==> src/box_overlay_pkg.sv <==
package box_overlay_pkg;

    // Horizontal timing in pixels, small test mode.
    localparam int H_ACT   = 32;
    localparam int H_FP    = 4;
    localparam int H_SYNC  = 4;
    localparam int H_BP    = 8;
    localparam int H_TOTAL = H_SYNC + H_BP + H_ACT + H_FP;

    // Vertical timing in lines.
    localparam int V_ACT   = 12;
    localparam int V_FP    = 2;
    localparam int V_SYNC  = 2;
    localparam int V_BP    = 3;
    localparam int V_TOTAL = V_SYNC + V_BP + V_ACT + V_FP;

    // Offset from line or frame start to the first active pixel.
    localparam int H_OFS = H_SYNC + H_BP;
    localparam int V_OFS = V_SYNC + V_BP;

    localparam int X_W     = $clog2(H_ACT);
    localparam int Y_W     = $clog2(V_ACT);
    localparam int H_CNT_W = $clog2(H_TOTAL);
    localparam int V_CNT_W = $clog2(V_TOTAL);

    localparam int BITS   = 8;
    localparam int DATA_W = 3 * BITS;

    localparam int N_BOX     = 4;
    localparam int BOX_IDX_W = (N_BOX > 1) ? $clog2(N_BOX) : 1;
    localparam int BORDER    = 1;

    typedef struct packed {
        logic [BITS-1:0] r;
        logic [BITS-1:0] g;
        logic [BITS-1:0] b;
    } rgb_t;

    typedef struct packed {
        logic           en;
        logic [X_W-1:0] x0;
        logic [X_W-1:0] x1;
        logic [Y_W-1:0] y0;
        logic [Y_W-1:0] y1;
        rgb_t           color;
    } box_t;

    // Host write opcode, selects one descriptor field.
    typedef enum logic [2:0] {
        F_X0,
        F_Y0,
        F_X1,
        F_Y1,
        F_COLOR,
        F_EN
    } box_field_e;

    typedef enum logic [1:0] {
        PAT_SOLID,
        PAT_HRAMP,
        PAT_CHECK
    } pattern_e;

endpackage

==> src/box_if.sv <==
`timescale 1ns/10ps

interface box_if import box_overlay_pkg::*; ();

    // Committed descriptors, index 0 has lowest priority.
    box_t [N_BOX-1:0] boxes;

    modport source (
        output boxes
    );

    modport sink (
        input boxes
    );

endinterface

==> src/video_if.sv <==
`timescale 1ns/10ps

interface video_if import box_overlay_pkg::*; ();

    logic hsync;
    logic vsync;
    logic de;
    logic sol;
    logic sof;
    rgb_t pix;

    // Timing generator side.
    modport source (
        output hsync,
        output vsync,
        output de,
        output sol,
        output sof,
        output pix
    );

    // Descriptor table only needs the frame strobe.
    modport table_side (
        input sof
    );

    modport sink (
        input hsync,
        input vsync,
        input de,
        input sol,
        input sof,
        input pix
    );

endinterface

==> src/box_overlay.sv <==
`timescale 1ns/10ps

module box_overlay import box_overlay_pkg::*; (
    input  logic   pix_clk,
    input  logic   i_rst_n,
    video_if.sink  i_vid,
    box_if.sink    i_boxes,
    output logic   o_vid_hsync,
    output logic   o_vid_vsync,
    output logic   o_vid_de,
    output rgb_t   o_vid_rgb
);

    logic [H_CNT_W-1:0] h_q;
    logic [H_CNT_W-1:0] h_pos;
    logic [V_CNT_W-1:0] v_q;
    logic [V_CNT_W-1:0] v_pos;
    logic [H_CNT_W-1:0] h_act;
    logic [V_CNT_W-1:0] v_act;
    logic [X_W-1:0]     x;
    logic [Y_W-1:0]     y;
    logic [N_BOX-1:0]   hit;
    rgb_t               pix_next;

    // Position of the pixel now at the input.
    always_comb begin
        h_pos = i_vid.sol ? '0 : h_q + 1'b1;
        if (i_vid.sof) begin
            v_pos = '0;
        end else if (i_vid.sol) begin
            v_pos = v_q + 1'b1;
        end else begin
            v_pos = v_q;
        end
    end

    always_ff @(posedge pix_clk or negedge i_rst_n) begin
        if (!i_rst_n) begin
            h_q <= '0;
            v_q <= '0;
        end else begin
            h_q <= h_pos;
            v_q <= v_pos;
        end
    end

    assign h_act = h_pos - H_CNT_W'(H_OFS);
    assign v_act = v_pos - V_CNT_W'(V_OFS);
    assign x     = h_act[X_W-1:0];
    assign y     = v_act[Y_W-1:0];

    for (genvar i = 0; i < N_BOX; i++) begin : g_box
        box_t b;
        logic outer;
        logic inner;

        assign b = i_boxes.boxes[i];

        assign outer = (x >= b.x0) && (x <= b.x1) && (y >= b.y0) && (y <= b.y1);
        // Interior, shrunk by the border on every side.
        assign inner = (x >= b.x0 + BORDER) && (x + BORDER <= b.x1) &&
                       (y >= b.y0 + BORDER) && (y + BORDER <= b.y1);

        assign hit[i] = b.en && outer && !inner;
    end

    // Later boxes override earlier ones.
    always_comb begin
        pix_next = i_vid.pix;
        for (int i = 0; i < N_BOX; i++) begin
            if (i_vid.de && hit[i]) begin
                pix_next = i_boxes.boxes[i].color;
            end
        end
    end

    always_ff @(posedge pix_clk or negedge i_rst_n) begin
        if (!i_rst_n) begin
            o_vid_hsync <= 1'b0;
            o_vid_vsync <= 1'b0;
            o_vid_de    <= 1'b0;
            o_vid_rgb   <= '0;
        end else begin
            o_vid_hsync <= i_vid.hsync;
            o_vid_vsync <= i_vid.vsync;
            o_vid_de    <= i_vid.de;
            o_vid_rgb   <= pix_next;
        end
    end

    // Active video may not start inside the sync pulse.
    a_de_not_in_hsync: assert property (
        @(posedge pix_clk) disable iff (!i_rst_n)
        $rose(i_vid.de) |-> !i_vid.hsync
    );

endmodule

==> src/box_overlay_top.sv <==
`timescale 1ns/10ps

module box_overlay_top import box_overlay_pkg::*; (
    input  logic                 pix_clk,
    input  logic                 i_rst_n,
    input  pattern_e             i_pattern,
    input  rgb_t                 i_bg,
    input  logic                 i_wr,
    input  logic [BOX_IDX_W-1:0] i_wr_box,
    input  box_field_e           i_wr_field,
    input  logic [DATA_W-1:0]    i_wr_data,
    output logic                 o_hsync,
    output logic                 o_vsync,
    output logic                 o_de,
    output rgb_t                 o_rgb
);

    video_if vid ();
    box_if   boxes ();

    // Pattern source and timing.
    video_timing_gen u_gen (
        .pix_clk   (pix_clk),
        .i_rst_n   (i_rst_n),
        .i_pattern (i_pattern),
        .i_bg      (i_bg),
        .o_vid     (vid)
    );

    // Host descriptors, committed at each frame start.
    box_table u_table (
        .pix_clk    (pix_clk),
        .i_rst_n    (i_rst_n),
        .i_wr       (i_wr),
        .i_wr_box   (i_wr_box),
        .i_wr_field (i_wr_field),
        .i_wr_data  (i_wr_data),
        .tbl        (vid),
        .o_boxes    (boxes)
    );

    box_overlay u_overlay (
        .pix_clk     (pix_clk),
        .i_rst_n     (i_rst_n),
        .i_vid       (vid),
        .i_boxes     (boxes),
        .o_vid_hsync (o_hsync),
        .o_vid_vsync (o_vsync),
        .o_vid_de    (o_de),
        .o_vid_rgb   (o_rgb)
    );

endmodule

==> src/box_table.sv <==
`timescale 1ns/10ps

module box_table import box_overlay_pkg::*; (
    input  logic                 pix_clk,
    input  logic                 i_rst_n,
    input  logic                 i_wr,
    input  logic [BOX_IDX_W-1:0] i_wr_box,
    input  box_field_e           i_wr_field,
    input  logic [DATA_W-1:0]    i_wr_data,
    video_if.table_side          tbl,
    box_if.source                o_boxes
);

    box_t [N_BOX-1:0] shadow;
    box_t [N_BOX-1:0] active;

    // Host side, one field per write.
    always_ff @(posedge pix_clk or negedge i_rst_n) begin
        if (!i_rst_n) begin
            shadow <= '0;
        end else if (i_wr) begin
            case (i_wr_field)
                F_X0: begin
                    shadow[i_wr_box].x0 <= i_wr_data[X_W-1:0];
                end
                F_Y0: begin
                    shadow[i_wr_box].y0 <= i_wr_data[Y_W-1:0];
                end
                F_X1: begin
                    shadow[i_wr_box].x1 <= i_wr_data[X_W-1:0];
                end
                F_Y1: begin
                    shadow[i_wr_box].y1 <= i_wr_data[Y_W-1:0];
                end
                F_COLOR: begin
                    shadow[i_wr_box].color <= rgb_t'(i_wr_data);
                end
                F_EN: begin
                    shadow[i_wr_box].en <= i_wr_data[0];
                end
                default: begin
                end
            endcase
        end
    end

    // Whole set moves at once, so a frame never sees half an update.
    always_ff @(posedge pix_clk or negedge i_rst_n) begin
        if (!i_rst_n) begin
            active <= '0;
        end else if (tbl.sof) begin
            active <= shadow;
        end
    end

    assign o_boxes.boxes = active;

    // Host must name an existing box and a known field.
    a_wr_box_range: assert property (
        @(posedge pix_clk) disable iff (!i_rst_n)
        i_wr |-> (int'(i_wr_box) < N_BOX) && (i_wr_field <= F_EN)
    );

endmodule

==> src/video_timing_gen.sv <==
`timescale 1ns/10ps

module video_timing_gen import box_overlay_pkg::*; (
    input  logic           pix_clk,
    input  logic           i_rst_n,
    input  pattern_e       i_pattern,
    input  rgb_t           i_bg,
    video_if.source        o_vid
);

    logic [H_CNT_W-1:0] h_cnt;
    logic [V_CNT_W-1:0] v_cnt;
    logic [H_CNT_W-1:0] h_act;
    logic [V_CNT_W-1:0] v_act;
    logic [X_W-1:0]     x;
    logic [Y_W-1:0]     y;
    logic               h_de;
    logic               v_de;
    logic               de_c;
    rgb_t               pat;

    // Line runs sync, back porch, active, front porch.
    always_ff @(posedge pix_clk or negedge i_rst_n) begin
        if (!i_rst_n) begin
            h_cnt <= '0;
            v_cnt <= '0;
        end else if (h_cnt == H_CNT_W'(H_TOTAL - 1)) begin
            h_cnt <= '0;
            if (v_cnt == V_CNT_W'(V_TOTAL - 1)) begin
                v_cnt <= '0;
            end else begin
                v_cnt <= v_cnt + 1'b1;
            end
        end else begin
            h_cnt <= h_cnt + 1'b1;
        end
    end

    assign h_act = h_cnt - H_CNT_W'(H_OFS);
    assign v_act = v_cnt - V_CNT_W'(V_OFS);
    assign x     = h_act[X_W-1:0];
    assign y     = v_act[Y_W-1:0];

    assign h_de = (h_cnt >= H_CNT_W'(H_OFS)) && (h_cnt < H_CNT_W'(H_OFS + H_ACT));
    assign v_de = (v_cnt >= V_CNT_W'(V_OFS)) && (v_cnt < V_CNT_W'(V_OFS + V_ACT));
    assign de_c = h_de && v_de;

    always_comb begin
        case (i_pattern)
            PAT_SOLID: begin
                pat = i_bg;
            end
            PAT_HRAMP: begin
                pat.r = BITS'({x, 3'b000});
                pat.g = BITS'({y, 4'b0000});
                pat.b = i_bg.b;
            end
            PAT_CHECK: begin
                // Squares of 4 by 4 pixels.
                pat = (x[2] ^ y[2]) ? i_bg : '0;
            end
            default: begin
                pat = '0;
            end
        endcase
    end

    always_ff @(posedge pix_clk or negedge i_rst_n) begin
        if (!i_rst_n) begin
            o_vid.hsync <= 1'b0;
            o_vid.vsync <= 1'b0;
            o_vid.de    <= 1'b0;
            o_vid.sol   <= 1'b0;
            o_vid.sof   <= 1'b0;
            o_vid.pix   <= '0;
        end else begin
            o_vid.hsync <= (h_cnt < H_CNT_W'(H_SYNC));
            o_vid.vsync <= (v_cnt < V_CNT_W'(V_SYNC));
            o_vid.de    <= de_c;
            o_vid.sol   <= (h_cnt == '0);
            o_vid.sof   <= (h_cnt == '0) && (v_cnt == '0);
            o_vid.pix   <= de_c ? pat : '0;
        end
    end

    // Frame start sits on a line start, at the rise of vsync.
    a_sof_on_sol: assert property (
        @(posedge pix_clk) disable iff (!i_rst_n)
        o_vid.sof |-> o_vid.sol && o_vid.vsync && !$past(o_vid.vsync)
    );

endmodule
==> config.mk <==
export PLATFORM = sky130hd
export DESIGN_NAME = box_overlay_top
export DESIGN_NICKNAME = d
export VERILOG_FILES = /design/src/box_overlay_pkg.sv /design/src/box_if.sv /design/src/video_if.sv /design/src/box_overlay.sv /design/src/box_overlay_top.sv /design/src/box_table.sv /design/src/video_timing_gen.sv
export SDC_FILE = /design/constraint.sdc
export NUM_CORES = 1
export LEC_CHECK = 0
export BUFFER_PORTS_ARGS = -buffer_cell sky130_fd_sc_hd__buf_2
export CAP_MARGIN = 15
export CORE_AREA = 2 2 189 191
export DETAILED_ROUTE_END_ITERATION = 10
export DIE_AREA = 0 0 191 193
export PLACE_DENSITY = 0.86
export SYNTH_ARGS = -nofsm -noshare
export SYNTH_HDL_FRONTEND = slang
export SYNTH_SLANG_ARGS = --single-unit
export TNS_END_PERCENT = 10
==> constraint.sdc <==
create_clock -name pix_clk -period 7.5 [get_ports pix_clk]
set_clock_uncertainty 0.2 [all_clocks]
set_input_delay 1.125 -clock pix_clk [delete_from_list [all_inputs] [get_ports pix_clk]]
set_output_delay 1.125 -clock pix_clk [all_outputs]
set_load 0.1 [all_outputs]
# Word level (Yosys, flattened, before mapping)
# Index checks and enable logic that the tools add are counted.
[classes]
addsub = 18
magnitude_cmp = 40
eq_ne = 9
mux = 31
bitwise = 1
n_reduce_logical = 51
[op_table]
columns = ["cell", "count"]
rows = [
  ["bitwise mux 172 bit", 6],
  ["case mux 172 bit (6 select lines)", 1],
  ["demux 43 bit (select 2 bit)", 6],
  ["two-way mux 24 bit", 7],
  ["greater-or-equal comparator 4 x 32 -> 1 bit", 4],
  ["greater-or-equal comparator 5 x 32 -> 1 bit", 4],
  ["less-or-equal comparator 32 x 4 -> 1 bit", 4],
  ["less-or-equal comparator 32 x 5 -> 1 bit", 4],
  ["case mux 24 bit (3 select lines)", 1],
  ["two-way mux 43 bit", 1],
  ["two-way mux 42 bit", 1],
  ["logical AND 1 bit", 41],
  ["two-way mux 37 bit", 1],
  ["two-way mux 32 bit", 1],
  ["adder 5 x 1 -> 6 bit, second input constant", 5],
  ["two-way mux 28 bit", 1],
  ["adder 4 x 1 -> 5 bit, second input constant", 5],
  ["greater-or-equal comparator 5 bit", 4],
  ["less-or-equal comparator 5 bit", 4],
  ["greater-or-equal comparator 4 bit", 4],
  ["less-or-equal comparator 4 bit", 4],
  ["two-way mux 5 bit", 3],
  ["adder 6 x 1 -> 6 bit, second input constant", 2],
  ["two-way mux 6 bit", 2],
  ["26 further kinds", 34],
]
[word_totals]
reg_bits = 422
out_inout_bits = 27
wordCells = 232

# Depth between registers and ports, before layout
# Gate-level depths: netlist (run 1).
[depth]
ltp_word = 15
depth_mapped = 20
depth_no_buf = 16

# Modules after synthesis
# From an unflattened synthesis (run 1), not the netlist that was laid out.
[hier_totals]
hier_cells = 1692
area_unflattened_um2 = 21112.7
[by_module_without_submodules]
columns = ["mod", "n_inst", "cells_per_inst", "area_each_um2", "seq_area_each_um2"]
rows = [
  ["box_table", 1, 766, 12967.4, 8608.3],
  ["box_overlay", 1, 764, 6286.0, 900.9],
  ["video_timing_gen", 1, 162, 1859.3, 1001.0],
]

# Worst setup path before layout (run 1)
# No wires, ideal clock.
[synth_timing]
kind = "register to register"
startpoint = "register u_gen.o_vid.sol"
endpoint = "register u_overlay.o_vid_rgb[6] in the netlist's numbering"
arrival_ns = 5.526
required_time_ns = 7.174
setup_slack_ns = 1.648
stages_incl_launch_ff = 21
n_path_buf = 4
synth_period_minus_slack_ns = 5.852
cell_sequence = "dfrtp_1 > buf_6 > xnor2_1 > nor2_1 > inv_1 > ha_1 > xnor2_1 > and3_1 > xor2_1 > ha_1 > nand3_1 > o22ai_1 > o22ai_1 > or3b_2 > or4_4 > buf_6 > and2_4 > buf_6 > buf_8 > a211o_1 > a221o_1"
[synth_lines]
columns = ["item", "line", "text"]
rows = [
  ["start, declared", "video_if.sv:17", "output sol,"],
  ["start signal, assigned", "video_timing_gen.sv:80", "o_vid.sol <= (h_cnt == '0);"],
  ["end signal, assigned", "box_overlay.sv:87", "o_vid_rgb <= pix_next;"],
  ["end, declared", "box_overlay.sv:11", "output rgb_t o_vid_rgb"],
]

==> results of run 1 <==
[synth_stat cells (3+ instances only)]
cell / n / area, um^2
nor2b_1: 12 / 75.07
o22ai_1: 5 / 31.28
nor3b_1: 5 / 37.54
o211ai_1: 11 / 82.58
nand2_1: 146 / 548.0
a21oi_1: 38 / 190.2
nand2b_1: 7 / 43.79
and2_1: 40 / 250.2
a221oi_1: 3 / 26.28
o21a_1: 6 / 45.04
xor2_1: 9 / 78.83
o21ai_0: 118 / 590.6
mux2_2: 256 / 2883
nand3_1: 31 / 155.2
a211oi_1: 31 / 232.7
a211o_1: 26 / 227.7
nor2_1: 48 / 180.2
clkbuf_1: 64 / 240.2
buf_2: 3 / 15.01
a22oi_1: 9 / 67.56
a21boi_0: 29 / 217.7
a21o_1: 10 / 75.07
o21bai_1: 4 / 30.03
or3_1: 4 / 25.02
nor3_1: 8 / 40.04
ha_1: 167 / 2090
nand4b_1: 6 / 52.55
inv_1: 125 / 469.2
a221o_1: 22 / 220.2
o31ai_1: 3 / 22.52
xnor2_1: 34 / 297.8
dfrtp_1: 420 / 10510
nand4_1: 9 / 56.30
buf_6: 3 / 33.78
a31oi_1: 7 / 43.79
buf_1: 4 / 15.01
[layout by cell type (no fill, tap or decap), drive strengths merged, types with 42 or more instances in the layout]
cell      n
o21ai   118
buf     100
nor2     49
ha      167
inv     126
nand2   146
clkbuf   56
and2     42
dfrtp   420
mux2    257
[routing by layer]
metal | vias to the layer above | part of all wire [%] | routed length (um) | global-route usage (%)
met2 | 494 | 49 | 23980 | 45.22
met5 | - | 0.049 | 24 | 0
li1 | 6323 | - | - | -
met4 | 4 | 4.1 | 2014 | 12.79
met1 | 7112 | 40 | 19540 | 34.19
met3 | 128 | 6.4 | 3112 | 4.796
[worst max-delay path: cells and delay by family, from the launching register on]
| kind | cells | cell delay, ns |
|---|---|---|
| AOI/OAI and AO/OA | 6 | 1.67 |
| and+or+nand+nor | 3 | 1.26 |
| DFF | 1 | 1.08 |
| buffers and inverters | 3 | 0.90 |
| adders and majority gates | 2 | 0.61 |
| xor gates and xnor gates | 1 | 0.37 |
[cell families after synthesis]
| logic type | synth area share (%) |
|---|---|
| multiplexers | 14.18 |
| flip-flops | 51.07 |
| AO/OA/AOI/OAI | 10.75 |
| XOR/XNOR | 1.909 |
| buffers and inverters | 3.958 |
| AND/OR/NAND/NOR | 7.885 |
| adder cells (fa/ha/maj) | 10.25 |
[cell type report]
type,instances,area share [%]
Sequential cell,420,45.86
Multi-Input combinational cell,1141,40.55
Clock buffer,56,5.304
Tap cell,461,2.516
Timing Repair Buffer,100,2.499
Inverter,126,2.063
Clock inverter,25,1.190
Antenna cell,2,0.02183
[power groups by stage]
stage,combinational [mW],clock (mW),sequential [mW]
detailed placement,0.311,0,2.59
CTS,0.314,2.22,2.55
global placement,0.290,0,2.58
floorplan,0.198,0,2.56
finish,0.310,2.19,2.56
global route,0.341,2.31,2.58
[through the flow]
| step | util [%] | worst slack, ns | instance area, um^2 | cells | hold WS (ns) |
|---|---|---|---|---|---|
| after global placement | 61.23 | 1.539 | 21410 | 2246 | 0.1371 |
| after detailed placement | 61.23 | 1.400 | 21410 | 2246 | 0.1362 |
| after global routing | 65.56 | 0.8867 | 22920 | 2329 | 0.1562 |
| after CTS | 65.49 | 1.357 | 22900 | 2327 | 0.1496 |
| final | 65.58 | 1.282 | 22930 | 2331 | 0.1476 |
| after floorplan | - | 1.648 | 20580 | 1764 | 0.1312 |
[path summary, 6_finish.rpt]
| check | endpoint | slack, ns | depth (start not counted) |
|---|---|---|---|
| min reg2reg | u_overlay.o_vid_vsync$_DFF_PN0_ | 0.15 | 0 |
| max reg2reg | u_overlay.o_vid_rgb[5]$_DFF_PN0_ | 1.28 | 15 |
| min in group asynchronous | async pin | 0.42 | 1 |
| max in group asynchronous | u_table.o_boxes.boxes[57]$_DFFE_PN0P_ | 4.96 | 2 |
| max | u_overlay.o_vid_rgb[5]$_DFF_PN0_ | 1.28 | 15 |
| min | u_overlay.o_vid_vsync$_DFF_PN0_ | 0.15 | 0 |
==> impl_metrics.env, run 1 <==
export IMPL_postCtsSetupRepairBufs=0
export IMPL_finalHoldViolations=0
export IMPL_synth_yosys_seq_area_share_pct=51.07
export IMPL_drv_max_cap_violation_count=0
export IMPL_period_minus_slack_ns=6.218
export IMPL_detailed_place_hpwl_um=32060
export IMPL_totalPowerFinal_mw=5.058
export IMPL_outcome="finished clean"
export IMPL_ys_async_sr_fraction_pct=100.0
export IMPL_crit_reg2reg_launch="u_gen.o_vid.sof$_DFF_PN0_"
export IMPL_fmax_ghz=0.1608
export IMPL_drt_vias_per_instance=6.032
export IMPL_cellPowerDensity_nw_per_um2=220.6
export IMPL_synth_edf_count=0
export IMPL_worst_skew_pair_late_latency_ns=0.58
export IMPL_boundaryPins=85
export IMPL_vdd_drop_max_uv=208.8
export IMPL_final_fill_count=2538
export IMPL_hold_path_startpoint="u_gen.o_vid.vsync$_DFF_PN0_"
export IMPL_detailedRoute_firstIterationViolations=893
export IMPL_combinationalPowerShare_pct=6.1
export IMPL_area_growth_pct=11.41
export IMPL_tns_ns=0
export IMPL_ctsRootBufferMaster="clkbuf_16"
export IMPL_multiInputGateArea_um2=9298
export IMPL_signal_arrival_time_at_the_worst_endpoint_ns=6.53
export IMPL_port_buffers=84
export IMPL_rsz0062_at_grt="no"
export IMPL_detail_route_drc_violations=0
export IMPL_fp_dieW_um=191
export IMPL_design_internal_power_mw=3.886
export IMPL_via_count_of_the_first_global_routing_pass=14350
export IMPL_gr_usage_all_layers_pct=26.96
export IMPL_cts_htree_levels=2
export IMPL_p_leak_nw=10.86
export IMPL_drv_slew=0
export IMPL_design_die_area_um2=36860
export IMPL_power_switching_mw=1.172
export IMPL_cts_resized_gates=0
export IMPL_critPathLaunchType="register"
export IMPL_total_of_warnings_raised_by_yosys=0
export IMPL_p_seq_share_pct=50.6
export IMPL_grt_pass1_wl_um=77070
export IMPL_post_route_cells_drive_above_1_share_pct=23.98
export IMPL_detailroute_via_count=14060
export IMPL_antenna_found_initial=4
export IMPL_layout_nets=2058
export IMPL_wire_per_inst_um=20.88
export IMPL_synthCells=1764
export IMPL_synth_seq_cells=420
export IMPL_power_switching_fraction_pct=23.18
export IMPL_global_route_overflow_total=0
export IMPL_drt_total_wl_um=48670
export IMPL_grt_max_degree=138
export IMPL_gp_congestion=0.9249
export IMPL_clock_sink_count=420
export IMPL_synthDistinctLibCells=67
export IMPL_worstSetupEndpointType="register"
export IMPL_core_area_um2=34960
export IMPL_floorplan_rows=69
export IMPL_synth_avg_cell_area_um2=11.67
export IMPL_path_clk_slew_ns=0.06
export IMPL_timing_critical_path_cells="nor2_1 -> buf_4 -> inv_1 -> ha_1 -> inv_1 -> and3_1 -> xor2_1 -> ha_1 -> a21oi_1 -> o21ai_0 -> a221o_1 -> a211oi_1 -> a21o_1 -> and2_1 -> a221o_1"
export IMPL_startpoint="u_gen.o_vid.sof$_DFF_PN0_"
export IMPL_cell_at_the_slowest_stage_of_the_critical_path="dfrtp_4"
export IMPL_sequential_cell_area_um2=10510
export IMPL_critical_path_class="reg2reg"
export IMPL_drtPass1Iterations=7
export IMPL_finalSetupViolations=0
export IMPL_floorplan_initialDensity_pct=58.86
export IMPL_worst_hold_path_type="reg2reg"
export IMPL_worstPathMaxFanout=102
export IMPL_synth_nets=1989
export IMPL_p_clk_share_pct=43.3
export IMPL_critPathMaxStageDelay_ns=1.08
export IMPL_synth_cell_area_um2=20580
export IMPL_fin_crit_sh_pct=82.90
export IMPL_worst_slew_pin_slew_ns=1.086
export IMPL_final_antenna_net_count=0
export IMPL_critPathRequiredTime_ns=7.81
export IMPL_worst_slew_margin_rel_pct=27.59
export IMPL_cts_tree="yes"
export IMPL_cts_buffers=44
export IMPL_synth_main_ff_cell="dfrtp_1"
export IMPL_ctsHoldBuffers=0
export IMPL_cts_path_max_buffers=3
export IMPL_die_y_um=193
Note: power is estimated with default switching activity, not from simulation.
==> inputs of run 2 (changes only) <==
Settings changed: CORE_AREA 2 2 189 191 to 2 2 195 197, DIE_AREA 0 0 191 193 to 0 0 197 199, PLACE_DENSITY 0.86 to 0.85.
Clock period 7.5 ns to 5.3 ns, I/O delays scaled along.
==> impl_metrics.env, run 2 (synthesized netlist as in run 1, its figures left out) <==
export IMPL_ff2ff_path_depth=16
export IMPL_critPathLaunchType="register"
export IMPL_cts_path_max_buffers=3
export IMPL_finalHoldViolations=0
export IMPL_crit_reg2reg_launch="u_overlay.v_q[0]$_DFF_PN0_"
export IMPL_grt_max_degree=125
export IMPL_worst_slew_pin_slew_ns=1.100
export IMPL_startpoint="u_overlay.v_q[0]$_DFF_PN0_"
export IMPL_busiest_layer="met2"
export IMPL_drt_vias_per_instance=5.999
export IMPL_layout_nets=2072
export IMPL_clock_sink_count=420
export IMPL_detailroute_via_count=14120
export IMPL_worst_path_buf_inv=1
export IMPL_ctsRootBufferMaster="clkbuf_16"
export IMPL_cell_at_the_slowest_stage_of_the_critical_path="or3b_2"
export IMPL_grt_met1_usage_pct=32.86
export IMPL_p_leak_nw=10.90
export IMPL_period_minus_slack_ns=5.035
export IMPL_drt_total_wl_um=49660
export IMPL_finalHoldWorstSlack_ns=0.1391
export IMPL_flop2flop_setup_slack_ns=0.26
export IMPL_layout_core_utilization_pct=61.92
export IMPL_grt_pass1_wl_um=79490
export IMPL_antenna_found_initial=4
export IMPL_worstPathMaxFanout=24
export IMPL_area_growth_pct=11.72
export IMPL_floorplan_rows=71
export IMPL_die_y_um=199
export IMPL_final_antenna_net_count=0
export IMPL_path_clk_slew_ns=0.06
export IMPL_gr_usage_all_layers_pct=26.16
export IMPL_globalRouteMet2Util_pct=44.42
export IMPL_drv_slew=0
export IMPL_postCtsSetupRepairBufs=0
export IMPL_floorplan_initialDensity_pct=55.42
export IMPL_port_buffers=84
export IMPL_cts_tree="yes"
export IMPL_cellPowerDensity_nw_per_um2=307.3
export IMPL_worst_hold_path_type="in2async"
export IMPL_mostFrequentLayoutCells="dfrtp_1 (419), mux2_2 (256), ha_1 (167)"
export IMPL_critical_path_top_delay_family="simple AND/OR/NAND/NOR gates"
export IMPL_fin_crit_sh_pct=95.01
export IMPL_core_area_um2=37130
export IMPL_ctsHoldBuffers=0
export IMPL_timing_rr_end="u_overlay.o_vid_rgb[11]$_DFF_PN0_"
export IMPL_fmax_ghz=0.1986
export IMPL_signal_arrival_time_at_the_worst_endpoint_ns=5.29
export IMPL_post_route_cells_drive_above_1_share_pct=24.23
export IMPL_worst_skew_pair_late_latency_ns=0.57
export IMPL_worstSetupEndpointType="register"
export IMPL_multiInputGateArea_um2=9319
export IMPL_final_fill_count=2845
export IMPL_detailedRoute_firstIterationViolations=937
export IMPL_detail_route_drc_violations=0
export IMPL_rsz0062_at_grt="no"
export IMPL_global_route_overflow_total=0
export IMPL_detailed_place_hpwl_um=32150
export IMPL_final_common_cell="dfrtp_1"
export IMPL_layoutNonFillerInstCount=2353
export IMPL_drv_max_cap_violation_count=0
export IMPL_cts_resized_gates=0
export IMPL_critPathMaxStageDelay_ns=0.47
export IMPL_timing_critical_path_cells="ha_1 -> mux2i_1 -> or2_2 -> ha_1 -> inv_1 -> and3_1 -> xor2_2 -> ha_1 -> nand3_1 -> o22ai_1 -> o22ai_1 -> or3b_2 -> or4_4 -> and2_4 -> a211o_1 -> a221o_1"
export IMPL_totalPowerFinal_mw=7.064
export IMPL_vdd_drop_max_uv=279.3
export IMPL_critPathRequiredTime_ns=5.56
export IMPL_gp_congestion=0.8712
export IMPL_drtPass1Iterations=5
export IMPL_cpMostUsedCell="ha_1"
export IMPL_wire_per_inst_um=21.10
export IMPL_outcome="finished clean"
export IMPL_finalSetupViolations=0
export IMPL_design_die_area_um2=39200
export IMPL_sequential_cell_area_um2=10510
export IMPL_grt_met3_usage_pct=5.070
export IMPL_critical_path_class="reg2reg"
export IMPL_via_count_of_the_first_global_routing_pass=14740
export IMPL_boundaryPins=85
export IMPL_fp_dieW_um=197
export IMPL_dp_cells=2274
export IMPL_cts_buffers=44
export IMPL_worst_slew_margin_rel_pct=26.08
export IMPL_tns_ns=0
export IMPL_cts_htree_levels=2
==> run 2: cell count changes in the layout (fill, tap and decap cells not counted), moves of 2 or more <==
cell | before | now
buf_4 | 13 | 26
clkbuf_1 | 5 | 11
clkinvlp_4 | 6 | 2
clkinv_2 | 12 | 9
clkbuf_8 | 7 | 5
==> run 2: report_power, final <==
part	leakage [nW]	total, mW	internal [mW]	switching [mW]
logic	4.61	0.440	0.232	0.208
registers	5.61	3.62	3.48	0.140
clock network	0.683	3.01	1.71	1.30
==> run 2: per-layer routing <==
layer | share of wire, % | up-vias
met3 | 6.1 | 134
met5 | 0.042 | -
met2 | 49 | 425
met4 | 3.7 | 4
li1 | - | 6357
met1 | 41 | 7196
==> run 2: worst register-to-register path, delay by kind of cell, from the launching register on <==
family / cells / cell delay, ns
simple gates: 6 / 1.86
compound gates: 4 / 1.00
fa+ha+maj: 3 / 0.91
flops: 1 / 0.44
xor+xnor: 1 / 0.27
buf+inv: 1 / 0.15
mux: 1 / 0.08
==> run 2: how the worst max path moves through the flow <==
| stage | cells after the start | slack [ns] | to |
|---|---|---|---|
| final | 16 | 0.26 | u_overlay.o_vid_rgb[11]$_DFF_PN0_ |
| after floorplan | 20 | 0.02 | u_overlay.o_vid_rgb[6]$_DFF_PN0_ |
| after CTS | 15 | 0.08 | u_overlay.o_vid_rgb[11]$_DFF_PN0_ |
| after global placement | 15 | 0.31 | u_overlay.o_vid_rgb[2]$_DFF_PN0_ |
| after global routing | 16 | 0.1 | u_overlay.o_vid_rgb[11]$_DFF_PN0_ |
| after detailed placement | 15 | 0.08 | u_overlay.o_vid_rgb[10]$_DFF_PN0_ |
==> run 2: layout make-up <==
class	instances	share of cell area [%]
inverter	126	2.057
multi-input combinational	1141	40.53
clock buffer	60	5.268
tap	474	2.579
sequential	420	45.73
timing repair buffer	114	3.015
antenna	1	0.01088
clock inverter	17	0.8108
==> run 2: per-stage QoR <==
step,area [um^2],setup WS [ns]
detailed placement,21580,0.07718
floorplan,20590,0.02389
finish,22990,0.2647
global placement,21580,0.3097
CTS,22970,0.07976
global route,22990,0.09923
